### config.mk
export PLATFORM = sky130hd
export DESIGN_NAME = pulse_transmitter
export DESIGN_NICKNAME = d
export VERILOG_FILES = /design/src/hdl/pulse_sym_pkg.sv /design/src/hdl/pulse_cfg_pkg.sv /design/src/hdl/pulse_regs.sv /design/src/hdl/pulse_sequencer.sv /design/src/hdl/pulse_symbol_decode.sv /design/src/hdl/pulse_timer.sv /design/src/hdl/pulse_transmitter.sv
export SDC_FILE = /design/constraint.sdc
export NUM_CORES = 1
export LEC_CHECK = 0
export ABC_AREA = 1
export BUFFER_PORTS_ARGS = -buffer_cell sky130_fd_sc_hd__buf_4
export CAP_MARGIN = 20
export CELL_PAD_IN_SITES_DETAIL_PLACEMENT = 1
export CELL_PAD_IN_SITES_GLOBAL_PLACEMENT = 2
export CORE_MARGIN = 2
export CORE_UTILIZATION = 42
export DETAILED_ROUTE_END_ITERATION = 7
export PLACE_DENSITY = 0.95
export SLEW_MARGIN = 10
export SYNTH_ARGS = -nofsm -noshare
export SYNTH_HDL_FRONTEND = slang
export SYNTH_HIERARCHICAL = 1
export SYNTH_SLANG_ARGS = --single-unit
export TNS_END_PERCENT = 100
### constraint.sdc
create_clock -name clk -period 9.3 [get_ports clk]
set_input_delay 0 -clock clk [delete_from_list [all_inputs] [get_ports clk]]
set_output_delay 0 -clock clk [all_outputs]
set_load 0.02 [all_outputs]
### src/hdl/pulse_sym_pkg.sv
/*
 * Pulse transmitter symbol package
 * Symbol code, output level, duration and the records passed
 * between the sequencer, decode and timer stages
 */
package pulse_sym_pkg;

    // Bit 1 is the level, bit 0 picks duration a or b
    typedef logic [1:0] sym_code_t;
    typedef logic       level_t;
    typedef logic [7:0] duration_t;

    // Sequencer to decode
    typedef struct packed {
        sym_code_t code;
        logic      last;
    } sym_req_t;

    // Decode to timer
    typedef struct packed {
        level_t    level;
        duration_t duration;
        logic      last;
    } sym_beat_t;

    typedef enum logic {
        IDLE,
        RUN
    } timer_state_t;

endpackage

### src/hdl/pulse_cfg_pkg.sv
/*
 * Pulse transmitter configuration package
 * Register map, field types and the configuration record that the
 * register bank hands to every pipeline stage
 */
package pulse_cfg_pkg;

    typedef logic [5:0]  addr_t;
    typedef logic [31:0] word_t;
    // Bits 6..4 pick the program word, bits 3..0 the symbol in it
    typedef logic [6:0]  sym_index_t;
    typedef logic [7:0]  loop_count_t;
    typedef logic [3:0]  prescale_t;
    // Bit 0 loop flag, bit 1 end flag
    typedef logic [1:0]  irq_vec_t;

    localparam int unsigned NUM_PROG_WORDS = 8;
    localparam int unsigned SYMS_PER_WORD  = 16;
    localparam int unsigned PROG_SEL_W     = $clog2(NUM_PROG_WORDS);
    localparam int unsigned SYM_SEL_W      = $clog2(SYMS_PER_WORD);

    localparam int unsigned REG_CTRL_ADDR  = 0;
    localparam int unsigned REG_PROG_ADDR  = 4;
    localparam int unsigned REG_DUR_ADDR   = 8;
    localparam int unsigned REG_PRESC_ADDR = 12;
    localparam int unsigned PROG_MEM_BASE  = 32;

    localparam int unsigned CTRL_START_BIT = 4;
    localparam int unsigned CTRL_STOP_BIT  = 5;

    // Durations are indexed by symbol code, code 0 in the low byte
    typedef struct packed {
        irq_vec_t                           irq_enable;
        logic                               loop_forever;
        logic                               idle_level;
        logic                               invert;
        logic                               downcount;
        sym_index_t                         start_index;
        sym_index_t                         end_index;
        sym_index_t                         loopback_index;
        loop_count_t                        loop_count;
        pulse_sym_pkg::duration_t [3:0]     durations;
        prescale_t                          prescaler;
    } cfg_t;

    typedef struct packed {
        logic  write;
        addr_t addr;
        word_t wdata;
    } bus_req_t;

endpackage

### src/hdl/pulse_regs.sv
/*
 * Pulse transmitter register bank
 * Configuration registers, eight-word program memory, run control,
 * sticky interrupt flags and the status readback word
 */
module pulse_regs (
    input  logic                       clk,
    input  logic                       rst_n,
    input  pulse_cfg_pkg::bus_req_t    bus,
    output pulse_cfg_pkg::word_t       rdata,
    output pulse_cfg_pkg::cfg_t        cfg,
    output logic                       running,
    input  pulse_cfg_pkg::sym_index_t  read_index,
    output pulse_cfg_pkg::word_t       prog_word,
    input  pulse_cfg_pkg::sym_index_t  cur_index,
    input  pulse_cfg_pkg::loop_count_t loop_left,
    input  logic                       loop_event,
    input  logic                       done,
    output logic                       irq
);

    pulse_cfg_pkg::cfg_t     cfg_q;
    pulse_cfg_pkg::irq_vec_t flags_q;
    pulse_cfg_pkg::irq_vec_t flag_set;
    pulse_cfg_pkg::irq_vec_t flag_clr;
    pulse_cfg_pkg::word_t    prog_mem [pulse_cfg_pkg::NUM_PROG_WORDS];
    logic                    running_q;
    logic                    start_req_q;
    logic                    ctrl_wr;
    logic                    idx_wr;
    logic                    dur_wr;
    logic                    presc_wr;
    logic                    mem_wr;

    // Address decode, only full 32-bit writes exist
    assign ctrl_wr  = bus.write && (bus.addr == pulse_cfg_pkg::addr_t'(pulse_cfg_pkg::REG_CTRL_ADDR));
    assign idx_wr   = bus.write && (bus.addr == pulse_cfg_pkg::addr_t'(pulse_cfg_pkg::REG_PROG_ADDR));
    assign dur_wr   = bus.write && (bus.addr == pulse_cfg_pkg::addr_t'(pulse_cfg_pkg::REG_DUR_ADDR));
    assign presc_wr = bus.write && (bus.addr == pulse_cfg_pkg::addr_t'(pulse_cfg_pkg::REG_PRESC_ADDR));
    assign mem_wr   = bus.write && (bus.addr >= pulse_cfg_pkg::addr_t'(pulse_cfg_pkg::PROG_MEM_BASE));

    // Bit 0 loop, bit 1 end
    assign flag_set = {done, loop_event};
    assign flag_clr = ctrl_wr ? bus.wdata[1:0] : '0;

    always_ff @(posedge clk) begin
        if (!rst_n) begin
            cfg_q       <= '0;
            flags_q     <= '0;
            running_q   <= 1'b0;
            start_req_q <= 1'b0;
        end else begin
            // Start only from idle, and stop wins over start
            start_req_q <= ctrl_wr && bus.wdata[pulse_cfg_pkg::CTRL_START_BIT]
                           && !bus.wdata[pulse_cfg_pkg::CTRL_STOP_BIT]
                           && !running_q && !start_req_q;
            flags_q <= (flags_q & ~flag_clr) | (flag_set & cfg_q.irq_enable);
            if (ctrl_wr && bus.wdata[pulse_cfg_pkg::CTRL_STOP_BIT]) begin
                running_q <= 1'b0;
            end else if (done) begin
                running_q <= 1'b0;
            end else if (start_req_q) begin
                running_q <= 1'b1;
            end
            if (ctrl_wr) begin
                cfg_q.irq_enable   <= bus.wdata[9:8];
                cfg_q.loop_forever <= bus.wdata[12];
                cfg_q.idle_level   <= bus.wdata[13];
                cfg_q.invert       <= bus.wdata[14];
                cfg_q.downcount    <= bus.wdata[16];
            end
            if (idx_wr) begin
                cfg_q.start_index    <= bus.wdata[6:0];
                cfg_q.end_index      <= bus.wdata[14:8];
                cfg_q.loopback_index <= bus.wdata[22:16];
                cfg_q.loop_count     <= bus.wdata[31:24];
            end
            if (dur_wr) begin
                cfg_q.durations <= bus.wdata;
            end
            if (presc_wr) begin
                cfg_q.prescaler <= bus.wdata[31:28];
            end
        end
    end

    // Program words at 32, 36, ... 60
    always_ff @(posedge clk) begin
        if (mem_wr) begin
            prog_mem[bus.addr[2 +: pulse_cfg_pkg::PROG_SEL_W]] <= bus.wdata;
        end
    end

    assign prog_word = prog_mem[read_index[pulse_cfg_pkg::SYM_SEL_W +: pulse_cfg_pkg::PROG_SEL_W]];
    assign cfg       = cfg_q;
    assign running   = running_q;
    assign irq       = |flags_q;

    // Status readback, the address is not decoded
    assign rdata = {8'h00, loop_left, 1'b0, cur_index, 3'b000, running_q, 2'b00, flags_q};

endmodule

### src/hdl/pulse_sequencer.sv
/*
 * Pulse transmitter sequencer
 * Walks the symbol index from start to end, up or down, loops back
 * a set number of times and issues one symbol request per step
 */
module pulse_sequencer (
    input  logic                       clk,
    input  logic                       rst_n,
    input  pulse_cfg_pkg::cfg_t        cfg,
    input  logic                       running,
    input  pulse_cfg_pkg::word_t       prog_word,
    output pulse_cfg_pkg::sym_index_t  read_index,
    output pulse_sym_pkg::sym_req_t    req,
    output logic                       req_valid,
    input  logic                       req_ready,
    output logic                       loop_event,
    output pulse_cfg_pkg::loop_count_t loop_left
);

    pulse_cfg_pkg::sym_index_t  index_q;
    pulse_cfg_pkg::sym_index_t  next_index;
    pulse_cfg_pkg::loop_count_t loop_q;
    logic                       finished_q;
    logic                       at_end;
    logic                       do_loop;
    logic                       xfer;

    // Program word comes back combinationally from the register bank
    assign read_index = index_q;

    assign at_end  = (index_q == cfg.end_index);
    assign do_loop = at_end && (cfg.loop_forever || (loop_q != '0));

    // Step by one symbol, the 7-bit index wraps through 0
    assign next_index = cfg.downcount ? index_q - pulse_cfg_pkg::sym_index_t'(1)
                                      : index_q + pulse_cfg_pkg::sym_index_t'(1);

    // Symbol select within the word
    assign req.code = prog_word[index_q[pulse_cfg_pkg::SYM_SEL_W-1:0]
                                * $bits(pulse_sym_pkg::sym_code_t)
                                +: $bits(pulse_sym_pkg::sym_code_t)];
    assign req.last = at_end && !do_loop;

    // Stop issuing once the last request has gone
    assign req_valid  = running && !finished_q;
    assign xfer       = req_valid && req_ready;
    assign loop_event = xfer && do_loop;
    assign loop_left  = loop_q;

    always_ff @(posedge clk) begin
        if (!rst_n) begin
            index_q    <= '0;
            loop_q     <= '0;
            finished_q <= 1'b0;
        end else if (!running) begin
            // Flushed, hold the start values
            index_q    <= cfg.start_index;
            loop_q     <= cfg.loop_count;
            finished_q <= 1'b0;
        end else if (xfer) begin
            if (!at_end) begin
                index_q <= next_index;
            end else if (do_loop) begin
                index_q <= cfg.loopback_index;
                loop_q  <= loop_q - pulse_cfg_pkg::loop_count_t'(1);
            end else begin
                finished_q <= 1'b1;
            end
        end
    end

endmodule

### src/hdl/pulse_symbol_decode.sv
/*
 * Pulse transmitter symbol decode
 * One-entry register slot mapping a symbol code to level and duration
 */
module pulse_symbol_decode (
    input  logic                     clk,
    input  logic                     rst_n,
    input  pulse_cfg_pkg::cfg_t      cfg,
    input  logic                     running,
    input  pulse_sym_pkg::sym_req_t  req,
    input  logic                     req_valid,
    output logic                     req_ready,
    output pulse_sym_pkg::sym_beat_t beat,
    output logic                     beat_valid,
    input  logic                     beat_ready
);

    pulse_sym_pkg::sym_beat_t beat_q;
    logic                     full_q;
    logic                     take;

    // Refill in the same cycle the held beat leaves
    assign req_ready = !full_q || beat_ready;
    assign take      = req_valid && req_ready;

    always_ff @(posedge clk) begin
        if (!rst_n) begin
            full_q <= 1'b0;
        end else if (!running) begin
            full_q <= 1'b0;
        end else if (take) begin
            full_q <= 1'b1;
        end else if (beat_ready) begin
            full_q <= 1'b0;
        end
    end

    // Level from code bit 1, duration looked up by the whole code
    always_ff @(posedge clk) begin
        if (take) begin
            beat_q.level    <= req.code[1];
            beat_q.duration <= cfg.durations[req.code];
            beat_q.last     <= req.last;
        end
    end

    assign beat       = beat_q;
    assign beat_valid = full_q;

endmodule

### src/hdl/pulse_timer.sv
/*
 * Pulse transmitter symbol timer
 * Holds each beat level for (duration+1) prescaled ticks and drives
 * the output pin with idle level and inversion
 */
module pulse_timer (
    input  logic                     clk,
    input  logic                     rst_n,
    input  pulse_cfg_pkg::cfg_t      cfg,
    input  logic                     running,
    input  pulse_sym_pkg::sym_beat_t beat,
    input  logic                     beat_valid,
    output logic                     beat_ready,
    output pulse_sym_pkg::level_t    tx,
    output logic                     tx_active,
    output logic                     done
);

    pulse_sym_pkg::timer_state_t state_q;
    pulse_sym_pkg::duration_t    dur_cnt;
    pulse_sym_pkg::level_t       level_q;
    logic [14:0]                 presc_cnt;
    logic [14:0]                 presc_max;
    logic                        last_q;
    logic                        done_q;
    logic                        tick;
    logic                        final_cycle;

    // One tick every 2^prescaler cycles
    assign presc_max   = (15'd1 << cfg.prescaler) - 15'd1;
    assign tick        = (presc_cnt == presc_max);
    assign final_cycle = (state_q == pulse_sym_pkg::RUN) && tick && (dur_cnt == '0);

    // Ready while idle and in the final cycle of a symbol
    assign beat_ready = (state_q == pulse_sym_pkg::IDLE) || final_cycle;

    always_ff @(posedge clk) begin
        if (!rst_n || !running) begin
            state_q   <= pulse_sym_pkg::IDLE;
            presc_cnt <= '0;
            dur_cnt   <= '0;
            level_q   <= 1'b0;
            last_q    <= 1'b0;
        end else if (beat_valid && beat_ready) begin
            // Back to back load, no gap between symbols
            state_q   <= pulse_sym_pkg::RUN;
            presc_cnt <= '0;
            dur_cnt   <= beat.duration;
            level_q   <= beat.level;
            last_q    <= beat.last;
        end else if (final_cycle) begin
            state_q <= pulse_sym_pkg::IDLE;
        end else if (state_q == pulse_sym_pkg::RUN) begin
            if (tick) begin
                presc_cnt <= '0;
                dur_cnt   <= dur_cnt - pulse_sym_pkg::duration_t'(1);
            end else begin
                presc_cnt <= presc_cnt + 15'd1;
            end
        end
    end

    // Done one cycle after the last beat ends
    always_ff @(posedge clk) begin
        if (!rst_n) begin
            done_q <= 1'b0;
        end else begin
            done_q <= running && final_cycle && last_q;
        end
    end

    // Running low drops the pin to idle without waiting a cycle
    assign tx_active = (state_q == pulse_sym_pkg::RUN) && running;
    assign tx        = (tx_active ? level_q : cfg.idle_level) ^ cfg.invert;
    assign done      = done_q;

endmodule

### src/hdl/pulse_transmitter.sv
/*
 * Programmable pulse-train transmitter
 * Register bank feeding a sequencer, decode and timer pipeline
 */
module pulse_transmitter (
    input  logic                    clk,
    input  logic                    rst_n,
    input  pulse_cfg_pkg::bus_req_t bus,
    output pulse_cfg_pkg::word_t    rdata,
    output pulse_sym_pkg::level_t   tx,
    output logic                    tx_active,
    output logic                    irq
);

    pulse_cfg_pkg::cfg_t        cfg;
    pulse_cfg_pkg::word_t       prog_word;
    pulse_cfg_pkg::sym_index_t  read_index;
    pulse_cfg_pkg::loop_count_t loop_left;
    pulse_sym_pkg::sym_req_t    req;
    pulse_sym_pkg::sym_beat_t   beat;
    logic                       running;
    logic                       req_valid;
    logic                       req_ready;
    logic                       beat_valid;
    logic                       beat_ready;
    logic                       loop_event;
    logic                       done;

    // Fetch index doubles as the status index
    pulse_regs u_regs (
        .clk        (clk),
        .rst_n      (rst_n),
        .bus        (bus),
        .rdata      (rdata),
        .cfg        (cfg),
        .running    (running),
        .read_index (read_index),
        .prog_word  (prog_word),
        .cur_index  (read_index),
        .loop_left  (loop_left),
        .loop_event (loop_event),
        .done       (done),
        .irq        (irq)
    );

    pulse_sequencer u_sequencer (
        .clk        (clk),
        .rst_n      (rst_n),
        .cfg        (cfg),
        .running    (running),
        .prog_word  (prog_word),
        .read_index (read_index),
        .req        (req),
        .req_valid  (req_valid),
        .req_ready  (req_ready),
        .loop_event (loop_event),
        .loop_left  (loop_left)
    );

    pulse_symbol_decode u_decode (
        .clk        (clk),
        .rst_n      (rst_n),
        .cfg        (cfg),
        .running    (running),
        .req        (req),
        .req_valid  (req_valid),
        .req_ready  (req_ready),
        .beat       (beat),
        .beat_valid (beat_valid),
        .beat_ready (beat_ready)
    );

    pulse_timer u_timer (
        .clk        (clk),
        .rst_n      (rst_n),
        .cfg        (cfg),
        .running    (running),
        .beat       (beat),
        .beat_valid (beat_valid),
        .beat_ready (beat_ready),
        .tx         (tx),
        .tx_active  (tx_active),
        .done       (done)
    );

endmodule

Word-level counts from Yosys, hierarchy flattened
Memories as Yosys holds them, arrays and structs flattened. A register that Yosys moved wholly into a read port is not among the register bits.
Index checks and enable logic that the tools add are counted.
{ "word_totals": {"ff_bits": 129, "ram_bits": 256, "output_inout_bits": 35, "memories": 1} }
{ "op_classes": {"add_sub_neg": 6, "magnitude_cmp": 2, "eq_ne": 10, "shifts": 2, "n_mux": 26, "bitwise": 9, "n_reduce_logical": 48} }
{ "memory_table": {"columns": ["memory", "words", "width", "read_ports", "rd_clocked_by_memory_dff", "wr", "line_no", "text"], "rows": [
  ["u_regs.prog_mem", 8, 32, 1, 1, 1, "pulse_regs.sv:26", "pulse_cfg_pkg::word_t prog_mem [pulse_cfg_pkg::NUM_PROG_WORDS];"]
]} }
{ "op_table": {"columns": ["op", "count"], "rows": [
  ["$mux 8", 9],
  ["$mux 7", 5],
  ["$shiftx 32x6->2", 1],
  ["$logic_and 1x1->1", 21],
  ["$bmux 8 s2", 1],
  ["$sub 8x1->8 const B", 2],
  ["$add 15x1->15 const B", 1],
  ["$eq 15x15->1", 1],
  ["$mux 15", 1],
  ["$shl 1x4->15 const A", 1],
  ["$sub 15x1->15 const B", 1],
  ["$eq 6x4->1 const B", 2],
  ["$reduce_and 3->1", 3],
  ["$logic_not 8->1", 1],
  ["$reduce_bool 2->1", 4],
  ["$reduce_bool 8->1", 1],
  ["$add 7x1->7 const B", 1],
  ["$eq 7x7->1", 1],
  ["$logic_not 1->1", 7],
  ["$mux 1", 7],
  ["$sub 7x1->7 const B", 1],
  ["$eq 6x3->1 const B", 1],
  ["$ge 6x6->1 const B", 1],
  ["$logic_not 6->1", 1],
  ["15 further kinds", 28]
]} }

Logic depth before layout (Yosys ltp)
Gate-level depths: netlist of run 1.
{ "depth": {"word_depth": 12, "mapped_depth": 29, "depth_no_buf": 27} }

Hierarchy
Netlist of run 1, hierarchy kept.
{ "modules_own_cells": {"columns": ["mod", "n_inst", "cells_per_inst", "area_per_inst_um2"], "rows": [
  ["pulse_regs", 1, 1248, 13156.4],
  ["pulse_timer", 1, 390, 2393.5],
  ["pulse_sequencer", 1, 298, 1729.2],
  ["pulse_symbol_decode", 1, 111, 740.7]
]} }

Worst setup path before layout of run 1
Ideal clock, no wire load.
{ "synth_timing": {"path_kind": "reg-to-reg", "start": "register u_regs.cfg_q (netlist bit u_regs/cfg[2])", "end": "register u_decode.beat_q (netlist bit u_decode/beat[0]), enable pin", "t_arrival_ps": 2632, "required_time_ps": 8920, "slack_ps": 6288, "stages_incl_launch_ff": 18, "n_path_buf": 2, "period_less_slack_ps": 3012, "cell_sequence": "dfxtp_1 > buf_6 > nor2_1 > nand3_1 > ha_1 > inv_1 > a21oi_1 > nand2_1 > nand3_1 > nand2_1 > nor3_2 > nand2_2 > nand2_4 > nand2_4 > clkinv_2 > buf_6 > inv_1 > a21oi_1"} }
{ "synth_between": {"elab_chain_len": 8} }
{ "synth_rtl": {"columns": ["element", "line_no", "text"], "rows": [
  ["from (decl)", "pulse_regs.sv:22", "pulse_cfg_pkg::cfg_t cfg_q;"],
  ["$shl 1x4->15", "pulse_timer.sv:30", "assign presc_max = (15'd1 << cfg.prescaler) - 15'd1;"],
  ["$sub 15x1->15", "pulse_timer.sv:30", null],
  ["$eq 15x15->1", "pulse_timer.sv:31", "assign tick = (presc_cnt == presc_max);"],
  ["$logic_and 1x1->1 (2 in series)", "pulse_timer.sv:32", "assign final_cycle = (state_q == pulse_sym_pkg::RUN) && tick && (dur_cnt == '0);"],
  ["$logic_or 1x1->1", "pulse_timer.sv:35", "assign beat_ready = (state_q == pulse_sym_pkg::IDLE) || final_cycle;"],
  ["net beat_ready", "pulse_transmitter.sv:25", "logic beat_ready;"],
  ["$logic_or 1x1->1", "pulse_symbol_decode.sv:23", "assign req_ready = !full_q || beat_ready;"],
  ["$logic_and 1x1->1", "pulse_symbol_decode.sv:24", "assign take = req_valid && req_ready;"],
  ["net u_decode.take", "pulse_symbol_decode.sv:20", "logic take;"],
  ["to (decl)", "pulse_symbol_decode.sv:18", "pulse_sym_pkg::sym_beat_t beat_q;"]
]} }
The timed path passes the listed nets, and every way through them passes these cells.
A chain may end at the register's enable or synchronous reset.

==> results by group, run 1 <==
Status
  – Status: complete, no violations

Detailed routing
  – Total wire length: 53620 µm
  – DR vias/cell: 5.288
  – DRT Pass-1 Iters: 5
  – Residual DRC: 0
  – Vias: 14140
  – DR iter-0 viols: 882
  – Detail Route Antenna Nets: 0
  – WL/cell: 20.05 µm

Logic synthesis
  – Seq cells post-synth: 385
  – Post-synth cell types: 45
  – Count leader, synth: nand2_1
  – Ys flop type: edfxtp_1
  – Seq/Total Area, Yosys: 57.55%
  – Synth top area cells: edfxtp_1 44%, dfxtp_1 13%, nand2_1 9.3%, nor2_1 9.0%, o21ai_0 5.9%
  – Async set-or-reset flop fraction in the synthesized netlist: 0%
  – Syn Inst Count: 2047
  – Yosys top cell area share: 44.33%
  – Syn Std Cell Area: 18020 µm²
  – EDFF count, synth: 266
  – Commonest cells in the netlist: 447 x nand2_1, 434 x nor2_1, 266 x edfxtp_1
  – Yosys warning count: 6
  – Syn avg cell area: 8.803 µm²
  – Cell taking the most area after synthesis: edfxtp_1

Worst setup path
  – Reg2Reg Setup Slack: 5.22 ns
  – R2r startpoint: u_sequencer/read_index[4]
  – Critical-path maximum fanout: 88
  – Type of origin of the critical path: flip-flop
  – Crit path launch: u_sequencer/read_index[4]
  – Worst flop-to-flop path endpoint: u_decode/beat[1]
  – Critical Path Sink Type: flip-flop
  – WP data required: 9.63 ns
  – Reg2Reg Depth: 15
  – Worst path arrival time: 4.41 ns
  – Critical path class: reg -> reg

Clocking
  – Root buf cell: clkbuf_16
  – CTS Hold Buffers Added: 37
  – Setup bufs post-CTS: 0
  – Num CTS Buffers: 43
  – Post-CTS Resized: 0
  – H-tree levels: 2
  – Clock Latency Late Sink: 0.58 ns
  – Clock sinks: 385
  – Clk pin slew, worst setup/hold paths: 0.06 ns
  – Maximum clock insertion buffer count: 3
  – CTS tree: yes

Power
  – Clock power share: 46.3%
  – Gate power share: 4.1%
  – Peak VDD IR: 171.7 µV
  – Leakage: 8.032 nW
  – Final Power: 3.756 mW
  – Sw frac: 22.42%
  – PwrDens: 183.4 nW/µm²
  – Psw: 0.8420 mW
  – Int Pwr: 2.914 mW
  – Sequential Power Share: 49.6%

Global route
  – Vias in the first global route: 14650
  – Initial antenna violation count: 0
  – GRT Total Usage: 24.40%
  – Pin count of the biggest net entering global routing: 109
  – First-pass GRT wire length: 83280 µm
  – Total global routing overflow: 0

Placed design
  – Gpl congestion: 0.8832
  – Dpl cells: 2555
  – I/O Buffers: 61
  – Place WS: 5.129 ns
  – DP Wirelength: 32960 µm

Worst hold path
  – Worst Hold End: u_regs/cfg[18]
  – Hold Crit Depth: 3
  – HP Start: rst_n
  – Hold Crit Class: in -> reg

Timing
  – Final hold vios: 0
  – Setup Skew: 0.01569 ns
  – Endpoints failing setup: 0
  – Slew margin rel.: 29.82%
  – Final worst slack: 5.224 ns
  – Final Cycle Share: 43.83%
  – Slew Limit Fails: 0
  – RSZ-0062 raised after global routing: false
  – Measured slew at the worst slew-check pin: 1.051 ns
  – Min Tclk post-route: 4.076 ns
  – Final setup TNS: 0 ns
  – Fmax: 245.3 MHz

Cells and area
  – Antenna cells: 0
  – Final core utilization: 48.60%
  – Layout net count: 2152
  – Layout cells sized above 1: 10.30%
  – Synthesis-to-finish area growth: 13.64%
  – FILL cells: 4871
  – Fin cells: 2674

Die
  – Core ar.: 42130 µm²
  – Die Y: 211.1 µm
  – Die area: 44580 µm²
  – Die Width: 211.1 µm
  – Num ports: 76
  – Starting Density: 42.77%
  – Row count: 75

Job
  – Maxcap violations: 0
registers in the layout, summed over array words and instances, names as in the netlist, 2 cells and up:
register / count
u_decode/beat: 10
u_regs/cfg: 71
u_regs/flags_q: 2
u_regs/prog_mem: 256
u_sequencer/loop_left: 8
u_sequencer/read_index: 7
u_timer/dur_cnt: 8
u_timer/presc_cnt: 15
logic make-up (layout without fill, tap and decap cells):
group                      Yosys count  in the layout  share of synthesized area (%)
DFF                                385            385                          57.55
and+or+nand+nor                   1020           1020                          23.16
adders and majority gates           11             11                         0.8054
buffers and inverters              289            364                          7.811
muxes                                1              1                        0.05555
xor gates and xnor gates            30             30                          1.458
AOI/OAI and AO/OA                  310            310                          9.138
other                                1             14                        0.02081
placed cells by master (no fill, tap or decap), types with 14 or more instances in the layout:
cell type        n
xor2_1          24
nor3_1          14
o21ai_0        214
buf_4           80
nand2_1        447
nand4_1         16
nand3_1         71
dlygate4sd3_1   37
edfxtp_1       266
a21oi_1         32
nor2_1         426
inv_1          148
conb_1          14
o21ai_1         38
dfxtp_1        117
clkbuf_16       43
per-stage QoR:
stage,cell area (µm²),hold WS (ns)
floorplan,18070,0.09887
global placement,18620,0.2371
finish,20480,0.03861
detailed placement,18630,0.2428
global route,20480,0.04981
CTS,20440,0.02270
metal layers:
| layer | global-route usage (%) | vias to the layer above | wire length [µm] | share of wire [%] |
|---|---|---|---|---|
| li1 | - | 6756 | - | - |
| met1 | 32.22 | 6974 | 23620 | 44 |
| met2 | 41.45 | 317 | 25950 | 48 |
| met3 | 3.643 | 92 | 2705 | 5.0 |
| met4 | 7.552 | 0 | 1340 | 2.5 |
| met5 | 0 | - | 0 | 0 |
worst max-delay path by stage:
stage                                     end  cells past startpoint
floorplan                    u_decode/beat[0]                     17
CTS                          u_decode/beat[7]                     15
finish                       u_decode/beat[1]                     15
global placement             u_decode/beat[3]                     15
global route        u_sequencer/read_index[2]                     24
detailed placement           u_decode/beat[3]                     15
critical path: stages (launching register included):
cell and delay [ns]:
dfxtp_4 0.65, clkinv_2 0.39, buf_4 0.34, buf_16 0.23, o21ai_0 0.27, o21ai_1 0.13, nand2_1 0.07, nand2_1 0.05
o21ai_0 0.15, o221ai_1 0.22, o211ai_1 0.19, nand2_1 0.44, inv_4 0.34, nand2_1 0.10, nand3_1 0.08, nand2_1 0.06
power by group through the flow:
| stage | Clock, mW | Sequential (mW) | Combinational [mW] |
|---|---|---|---|
| after CTS | 1.77 | 1.86 | 0.155 |
| after detailed placement | 0 | 1.90 | 0.142 |
| after global placement | 0 | 1.90 | 0.137 |
| final | 1.74 | 1.86 | 0.155 |
| after global routing | 1.83 | 1.86 | 0.172 |
| after floorplan | 0 | 1.90 | 0.0797 |
cell type report:
type	count	area (µm²)	area share [%]
inverters	166	635.6	3.104
flip-flops and latches	385	10380	50.68
repair buffers	118	998.5	4.876
well taps	539	674.4	3.293
clock buffers	55	1171	5.719
multi-input cells	1386	6351	31.02
clock inverters	25	269.0	1.314
(Power assumes the default switching activity.)
==> inputs of run 2 (changes only) <==
--- a/config.mk
+++ b/config.mk
@@ -5,15 +5,15 @@
 export SDC_FILE = /design/constraint.sdc
 export NUM_CORES = 1
 export LEC_CHECK = 0
-export ABC_AREA = 1
+export ABC_AREA = 0
 export BUFFER_PORTS_ARGS = -buffer_cell sky130_fd_sc_hd__buf_4
 export CAP_MARGIN = 20
 export CELL_PAD_IN_SITES_DETAIL_PLACEMENT = 1
 export CELL_PAD_IN_SITES_GLOBAL_PLACEMENT = 2
 export CORE_MARGIN = 2
-export CORE_UTILIZATION = 42
+export CORE_UTILIZATION = 45
 export DETAILED_ROUTE_END_ITERATION = 7
-export PLACE_DENSITY = 0.95
+export PLACE_DENSITY = 0.9
 export SLEW_MARGIN = 10
 export SYNTH_ARGS = -nofsm -noshare
 export SYNTH_HDL_FRONTEND = slang
==> constraint.sdc (replaced) <==
create_clock -name clk -period 4.1 [get_ports clk]
set_input_delay 0 -clock clk [delete_from_list [all_inputs] [get_ports clk]]
set_output_delay 0 -clock clk [all_outputs]
set_load 0.02 [all_outputs]
==> run 2 against run 1 <==
Against the previous run: core utilization up 4.1 points; sequential power rose by 130%; global-route usage is 1.2 points lower; via count is 24% lower; critical path depth up 1; first-iteration DRC count down 22%; sequential share of layout area grew 1.6 points; clock skew grew 0.0012 ns; combinational power up 87%; critical path type unchanged; highest routed layer unchanged.
==> results by group, run 2 <==
Timing
  – Slew Limit Fails: 0 (unchanged)
  – Final setup TNS: 0 ns (unchanged)
  – Setup Skew: 0.01692 ns (was 0.01569 ns)
  – Min Tclk post-route: 3.836 ns (was 4.076 ns)
  – Measured slew at the worst slew-check pin: 0.9609 ns (was 1.051 ns)
  – Endpoints failing setup: 0 (unchanged)
  – Final worst slack: 0.2640 ns (was 5.224 ns)
  – Fmax: 260.7 MHz (was 245.3 MHz)
  – Final Cycle Share: 93.56% (was 43.83%)
  – RSZ-0062 raised after global routing: false (unchanged)
  – Fin Hold WS: 0.09551 ns (was 0.03861 ns)
  – Slew margin rel.: 35.85% (was 29.82%)
  – Final hold vios: 0 (unchanged)

Logic synthesis
  – Cell taking the most area after synthesis: edfxtp_1 (unchanged)
  – Syn avg cell area: 14.42 µm² (was 8.803 µm²)
  – Mux cell area share after synthesis: 18.41% (was 0.05555%)
  – EDFF count, synth: 266 (unchanged)
  – Seq/Total Area, Yosys: 60.34% (was 57.55%)
  – Count leader, synth: edfxtp_1 (was nand2_1)
  – Syn Inst Count: 1192 (was 2047)
  – Yosys warning count: 6 (unchanged)
  – Seq cells post-synth: 385 (unchanged)
  – Ys flop type: edfxtp_1 (unchanged)
  – Xor/xnor share of the synthesized area: 0.7645% (was 1.458%)
  – Synth Area in Compound Gates: 6.298% (was 9.138%)
  – Commonest cells in the netlist: 266 x edfxtp_1, 142 x nand2_1, 119 x dfxtp_1 (was 447 x nand2_1, 434 x nor2_1, 266 x edfxtp_1)
  – Main combinational cell family by area after synthesis: multiplexers (was simple AND/OR/NAND/NOR gates)
  – Post-Synth Adder-Cell Area: 0.8446% (was 0.8054%)
  – Syn Std Cell Area: 17190 µm² (was 18020 µm²)
  – Post-synth cell types: 83 (was 45)
  – Async set-or-reset flop fraction in the synthesized netlist: 0% (unchanged)
  – Synth top area cells: edfxtp_1 46%, dfxtp_1 14%, mux4_1 6.1%, mux4_2 5.5%, mux2i_1 4.4% (was edfxtp_1 44%, dfxtp_1 13%, nand2_1 9.3%, nor2_1 9.0%, o21ai_0 5.9%)
  – Yosys top cell area share: 46.48% (was 44.33%)
  – Simple-Gate Fraction of Synth Area: 8.984% (was 23.16%)

Clocking
  – Maximum clock insertion buffer count: 3 (unchanged)
  – H-tree levels: 2 (unchanged)
  – Num CTS Buffers: 41 (was 43)
  – CTS tree: yes (unchanged)
  – Root buf cell: clkbuf_16 (unchanged)
  – Clock Latency Late Sink: 0.55 ns (was 0.58 ns)
  – Clock sinks: 385 (unchanged)
  – Clk pin slew, worst setup/hold paths: 0.06 ns (about the same)

Global route
  – GRT Total Usage: 23.22% (was 24.40%)
  – First-pass GRT wire length: 68970 µm (was 83280 µm)
  – Total global routing overflow: 0 (unchanged)
  – Vias in the first global route: 11520 (was 14650)
  – Initial antenna violation count: 0 (unchanged)
  – Pin count of the biggest net entering global routing: 79 (was 109)

Cells and area
  – Most frequent cells in the layout: 266 x edfxtp_1, 142 x nand2_1, 116 x dfxtp_1, 99 x buf_4, 76 x mux2i_1 (was 447 x nand2_1, 426 x nor2_1, 266 x edfxtp_1, 214 x o21ai_0, 148 x inv_1)
  – Layout net count: 1337 (was 2152)
  – Synthesis-to-finish area growth: 15.55% (was 13.64%)
  – Layout cells sized above 1: 21.85% (was 10.30%)
  – Antenna cells: 0 (unchanged)
  – Largest register FFs: 256 (unchanged)
  – Fin cells: 1829 (was 2674)
  – Final core utilization: 52.72% (was 48.60%)
  – FILL cells: 3716 (was 4871)
  – Most common cell after layout, fill and taps aside: edfxtp_1 (was nand2_1)

Placed design
  – Gpl congestion: 0.8385 (was 0.8832)
  – I/O Buffers: 61 (unchanged)
  – Place WS: 0.1205 ns (was 5.129 ns)
  – Dpl cells: 1716 (was 2555)
  – DP Wirelength: 28580 µm (was 32960 µm)

Worst setup path
  – Reg2Reg Depth: 16 (was 15)
  – Critical-path maximum fanout: 9 (was 88)
  – WP data required: 4.57 ns (was 9.63 ns)
  – Critical Path Sink Type: flip-flop (unchanged)
  – Type of origin of the critical path: flip-flop (unchanged)
  – Critical path class: reg -> reg (unchanged)
  – Worst path arrival time: 4.31 ns (was 4.41 ns)

Die
  – Die Width: 199.4 µm (was 211.1 µm)
  – Num ports: 76 (unchanged)
  – Row count: 71 (was 75)
  – Starting Density: 45.63% (was 42.77%)
  – Die area: 39770 µm² (was 44580 µm²)
  – Core ar.: 37670 µm² (was 42130 µm²)
  – Die Y: 199.4 µm (was 211.1 µm)

Detailed routing
  – DRT Pass-1 Iters: 5 (unchanged)
  – DR iter-0 viols: 687 (was 882)
  – WL/cell: 24.45 µm (was 20.05 µm)
  – Detail Route Antenna Nets: 0 (unchanged)
  – Residual DRC: 0 (unchanged)
  – Total wire length: 44720 µm (was 53620 µm)
  – Vias: 10700 (was 14140)
  – DR vias/cell: 5.850 (was 5.288)

Job
  – Maxcap violations: 0 (unchanged)

Power
  – Clock power share: 45.0% (was 46.3%)
  – Psw: 1.784 mW (was 0.8420 mW)
  – Gate power share: 3.5% (was 4.1%)
  – Peak VDD IR: 391.6 µV (was 171.7 µV)
  – Int Pwr: 6.417 mW (was 2.914 mW)
  – PwrDens: 413.0 nW/µm² (was 183.4 nW/µm²)
  – Sequential Power Share: 51.5% (was 49.6%)
  – Leakage: 7.176 nW (was 8.032 nW)
  – Sw frac: 21.75% (was 22.42%)

Status
  – Status: complete, no violations (unchanged)

Worst hold path
  – Hold Crit Class: in -> reg (unchanged)
  – Hold Crit Depth: 3 (unchanged)
-- run 2: path summary, 6_finish.rpt --
kind	slack, ns	startpoint	end
worst max-delay path	0.26	u_regs/cfg[1]	u_sequencer/loop_left[1]
worst max register to register	0.26	u_regs/cfg[1]	u_sequencer/loop_left[1]
worst min register to register	0.45	u_timer/last_q	u_timer/done
worst min-delay path	0.1	bus[34]	u_regs/cfg[2]
-- run 2: logic make-up (layout without fill, tap and decap cells) --
family,count (synthesis),after routing
xor+xnor,15,15
buf+inv,130,243
other cells,1,14
mux,194,194
simple gates,305,305
fa+ha+maj,11,11
compound gates,151,151
flops,385,385
-- run 2: critical path, cell delays in order, from the launching register on --
cell and delay (ns):
dfxtp_1 0.33, or4_4 0.54, ha_2 0.23, buf_4 0.17, nor4_1 0.27, o21ai_0 0.15, a221oi_1 0.45, a2111oi_2 0.10
nand4_1 0.13, nand2_1 0.07, nand2b_4 0.19, and3b_1 0.20, o41a_1 0.14, buf_4 0.16, nand3_4 0.13, mux2_2 0.35
o21ai_0 0.15
-- run 2: layer usage --
layer | routed length [µm] | vias to the layer above | track usage (%)
li1 | - | 4780 | -
met1 | 19400 | 5548 | 31.30
met2 | 22030 | 303 | 39.06
met3 | 2227 | 69 | 3.291
met4 | 1064 | 0 | 7.298
met5 | 0 | - | 0
-- run 2: cell type report --
class / count / area [µm²] / area share (%)
Timing Repair Buffer: 137 / 1174 / 5.910
Tap cell: 511 / 639.4 / 3.220
Sequential cell: 385 / 10380 / 52.25
Multi-Input combinational cell: 690 / 6201 / 31.23
Clock inverter: 23 / 180.2 / 0.9073
Clock buffer: 53 / 1175 / 5.916
Inverter: 30 / 112.6 / 0.5671
-- run 2: timing repair --
| action | CTS | global route |
|---|---|---|
| hold buffers | 33 | 0 |
| setup endpoints to repair | 0 | 14 |
| buffers inserted | 0 | 4 |
| gates resized for setup | 0 | 4 |
| endpoints found under the hold margin | 334 | 0 |
-- run 2: power by group through the flow --
| stage | Combinational [mW] | Clock [mW] | Sequential (mW) |
|---|---|---|---|
| global route | 0.314 | 3.90 | 4.22 |
| CTS | 0.291 | 3.76 | 4.22 |
| floorplan | 0.137 | 0 | 4.30 |
| finish | 0.290 | 3.69 | 4.22 |
| detailed placement | 0.265 | 0 | 4.30 |
| global placement | 0.254 | 0 | 4.30 |
-- run 2: per-stage QoR --
step	instance area (µm²)	power (mW)
6_report	19860	8.201
5_1_grt	19860	8.438
4_1_cts	19820	8.272
3_5_place_dp	18130	4.568
3_3_place_gp	18130	4.549
2_1_floorplan	17250	4.435
==> inputs of run 3 (changes only) <==
--- a/config.mk
+++ b/config.mk
@@ -6,17 +6,17 @@
 export NUM_CORES = 1
 export LEC_CHECK = 0
 export ABC_AREA = 0
+export ABC_CLOCK_PERIOD_IN_PS = 4100
 export BUFFER_PORTS_ARGS = -buffer_cell sky130_fd_sc_hd__buf_4
 export CAP_MARGIN = 20
 export CELL_PAD_IN_SITES_DETAIL_PLACEMENT = 1
 export CELL_PAD_IN_SITES_GLOBAL_PLACEMENT = 2
 export CORE_MARGIN = 2
-export CORE_UTILIZATION = 45
+export CORE_UTILIZATION = 44
 export DETAILED_ROUTE_END_ITERATION = 7
 export PLACE_DENSITY = 0.9
 export SLEW_MARGIN = 10
 export SYNTH_ARGS = -nofsm -noshare
 export SYNTH_HDL_FRONTEND = slang
-export SYNTH_HIERARCHICAL = 1
 export SYNTH_SLANG_ARGS = --single-unit
 export TNS_END_PERCENT = 100
==> run 3 against run 2 <==
Against the previous run: clock power down 5%; count of clock-buffer cells in the layout increased by 8; sequential cell count increased by 3; final area shrank 3.8%; synthesized area is 4.3% lower; total power is 1.9% lower; clock skew up 0.00082 ns; largest power group unchanged; highest routed layer unchanged.
==> results by group, run 3 <==
Power
  – PwrDens: 421.0 nW/µm² (was 413.0 nW/µm²)
  – Peak VDD IR: 246.7 µV (was 391.6 µV)
  – Leakage: 6.263 nW (was 7.176 nW)

Worst setup path
  – Critical Path Sink Type: flip-flop (unchanged)
  – WP data required: 4.51 ns (was 4.57 ns)
  – Critical path class: reg -> reg (unchanged)
  – Worst path arrival time: 4.01 ns (was 4.31 ns)
  – Critical-path maximum fanout: 14 (was 9)
  – R2r startpoint: u_regs.cfg[0] (was u_regs/cfg[1])
  – Type of origin of the critical path: flip-flop (unchanged)
  – Reg2Reg Depth: 10 (was 16)
  – Crit path launch: u_regs.cfg[0] (was u_regs/cfg[1])

Job
  – Maxcap violations: 0 (unchanged)

Logic synthesis
  – Ys flop type: edfxtp_1 (unchanged)
  – Post-Synth Adder-Cell Area: 0.8061% (was 0.8446%)
  – Cell taking the most area after synthesis: edfxtp_1 (unchanged)
  – EDFF count, synth: 266 (unchanged)
  – Yosys top cell area share: 48.55% (was 46.48%)
  – Xor/xnor share of the synthesized area: 0.7985% (was 0.7645%)
  – Syn Std Cell Area: 16450 µm² (was 17190 µm²)
  – Syn avg cell area: 13.30 µm² (was 14.42 µm²)
  – Seq cells post-synth: 388 (was 385)
  – Synth Area in Compound Gates: 9.096% (was 6.298%)
  – Simple-Gate Fraction of Synth Area: 9.932% (was 8.984%)
  – Async set-or-reset flop fraction in the synthesized netlist: 0% (unchanged)
  – Yosys warning count: 0 (was 6)
  – Seq/Total Area, Yosys: 63.40% (was 60.34%)
  – Synth top area cells: edfxtp_1 49%, dfxtp_1 15%, mux4_2 8.6%, nand2_1 4.0%, mux2i_1 3.8% (was edfxtp_1 46%, dfxtp_1 14%, mux4_1 6.1%, mux4_2 5.5%, mux2i_1 4.4%)
  – Post-synth cell types: 77 (was 83)
  – Commonest cells in the netlist: 266 x edfxtp_1, 177 x nand2_1, 122 x dfxtp_1 (was 266 x edfxtp_1, 142 x nand2_1, 119 x dfxtp_1)
  – Count leader, synth: edfxtp_1 (unchanged)
  – Syn Inst Count: 1237 (was 1192)
  – Mux cell area share after synthesis: 12.66% (was 18.41%)
  – Main combinational cell family by area after synthesis: multiplexers (unchanged)

Timing
  – Slew Limit Fails: 0 (unchanged)
  – Final setup TNS: 0 ns (unchanged)
  – Fmax: 278.2 MHz (was 260.7 MHz)
  – Final hold vios: 0 (unchanged)
  – Endpoints failing setup: 0 (unchanged)
  – Min Tclk post-route: 3.595 ns (was 3.836 ns)
  – Final Cycle Share: 87.68% (was 93.56%)
  – Final worst slack: 0.5053 ns (was 0.2640 ns)
  – RSZ-0062 raised after global routing: false (unchanged)
  – Slew margin rel.: 29.00% (was 35.85%)
  – Setup Skew: 0.01773 ns (was 0.01692 ns)
  – Measured slew at the worst slew-check pin: 1.062 ns (was 0.9609 ns)

Cells and area
  – Layout net count: 1392 (was 1337)
  – Most frequent cells in the layout: 266 x edfxtp_1, 177 x nand2_1, 119 x dfxtp_1, 100 x a21oi_1, 93 x buf_4 (was 266 x edfxtp_1, 142 x nand2_1, 116 x dfxtp_1, 99 x buf_4, 76 x mux2i_1)
  – Layout cells sized above 1: 18.38% (was 21.85%)
  – FF+latch area: 10440 µm² (was 10380 µm²)
  – Antenna cells: 0 (unchanged)
  – Most common cell after layout, fill and taps aside: edfxtp_1 (unchanged)
  – FILL cells: 3624 (was 3716)
  – Post-route cell area: 19110 µm² (was 19860 µm²)
  – Multi-input gate area: 5597 µm² (was 6201 µm²)
  – Final core utilization: 52.07% (was 52.72%)
  – Synthesis-to-finish area growth: 16.15% (was 15.55%)
  – Largest register FFs: 256 (unchanged)

Global route
  – Total global routing overflow: 0 (unchanged)
  – GR met3 Demand/Resource: 4.354% (was 3.291%)
  – M2 GR Usage: 41.93% (was 39.06%)
  – Initial antenna violation count: 0 (unchanged)
  – Pin count of the biggest net entering global routing: 75 (was 79)
  – Layer with the highest usage: met2 (unchanged)
  – First-pass GRT wire length: 71080 µm (was 68970 µm)
  – Vias in the first global route: 11770 (was 11520)
  – GRT Total Usage: 24.67% (was 23.22%)
  – Met1 Track Usage GR: 31.24% (was 31.30%)

Die
  – Die Y: 197.4 µm (was 199.4 µm)
  – Row count: 70 (was 71)
  – Core ar.: 36700 µm² (was 37670 µm²)
  – Num ports: 76 (unchanged)
  – Die area: 38950 µm² (was 39770 µm²)
  – Die Width: 197.4 µm (was 199.4 µm)
  – Starting Density: 44.83% (was 45.63%)

Worst hold path
  – HP Start: bus[34] (unchanged)
  – Hold Crit Depth: 3 (unchanged)
  – Hold Crit Class: in -> reg (unchanged)

Detailed routing
  – Total wire length: 46720 µm (was 44720 µm)
  – Residual DRC: 0 (unchanged)
  – Detail Route Antenna Nets: 0 (unchanged)
  – WL/cell: 25.41 µm (was 24.45 µm)
  – DRT Pass-1 Iters: 4 (was 5)
  – DR iter-0 viols: 855 (was 687)
  – Vias: 10830 (was 10700)
  – DR vias/cell: 5.889 (was 5.850)

Clocking
  – Root buf cell: clkbuf_16 (unchanged)
  – Clock Latency Late Sink: 0.56 ns (was 0.55 ns)
  – Clock sinks: 388 (was 385)
  – Setup bufs post-CTS: 0 (unchanged)
  – Clk pin slew, worst setup/hold paths: 0.06 ns (about the same)
  – CTS Hold Buffers Added: 35 (was 33)
  – H-tree levels: 2 (unchanged)
  – Post-CTS Resized: 0 (unchanged)
  – Maximum clock insertion buffer count: 3 (unchanged)
  – Num CTS Buffers: 41 (unchanged)
  – CTS tree: yes (unchanged)

Placed design
  – DP Wirelength: 29380 µm (was 28580 µm)
  – I/O Buffers: 61 (unchanged)
  – Dpl cell area: 17460 µm² (was 18130 µm²)
  – Gpl congestion: 0.8376 (was 0.8385)
  – Place WS: 0.5216 ns (was 0.1205 ns)

Status
  – Status: complete, no violations (unchanged)
-- run 3: critical path: stages, from the launching register on --
cell and delay, ns:
dfxtp_1 0.62, nand3b_1 0.15, ha_1 0.29, xor2_1 0.19, a221o_1 0.28, o22ai_1 0.15, o311ai_1 0.22, o31a_1 0.49
a211oi_4 0.67, mux2i_1 0.31, o21ai_1 0.09
-- run 3: layout make-up --
cell class	instances	area share, %
inverters	24	0.4714
well taps	468	3.064
clock buffers	61	6.030
multi-input cells	753	29.29
flip-flops and latches	388	54.61
clock inverters	12	0.5107
repair buffers	133	6.024
-- run 3: final timing paths --
kind	slack (ns)	end
worst max-delay path	0.51	flip-flop
worst min-delay path	0.03	u_regs.prog_mem[0][12]
worst max register to register	0.51	flip-flop
worst min register to register	0.45	u_regs.cfg[40]
-- run 3: cells by family (layout without fill, tap and decap cells) --
group | after synthesis | after routing
multiplexers | 129 | 129
other | 1 | 14
AO/OA/AOI/OAI | 231 | 231
XOR/XNOR | 15 | 15
AND/OR/NAND/NOR | 354 | 354
adder cells (fa/ha/maj) | 10 | 10
buffers and inverters | 109 | 230
flip-flops | 388 | 388
-- run 3: power by group --
part           switching, mW  internal [mW]  total, mW  leakage, nW
Sequential            0.0173           4.23       4.25         3.39
Combinational          0.181         0.0917      0.273         2.27
Clock                   1.51           2.01       3.52        0.605
-- run 3: stage by stage --
stage | instances | hold WS, ns | power [mW]
4_1_cts | 1837 | 0.003186 | 8.099
5_1_grt | 1839 | 0.02183 | 8.263
6_report | 1839 | 0.02704 | 8.045
3_3_place_gp | 1728 | 0.2541 | 4.561
2_1_floorplan | 1250 | 0.07641 | 4.433
3_5_place_dp | 1729 | 0.2543 | 4.576
-- run 3: routing by layer --
metal / wire, µm / up-vias
li1: - / 4846
met4: 1536 / 0
met2: 23650 / 320
met1: 19030 / 5575
met3: 2500 / 88
met5: 0 / -
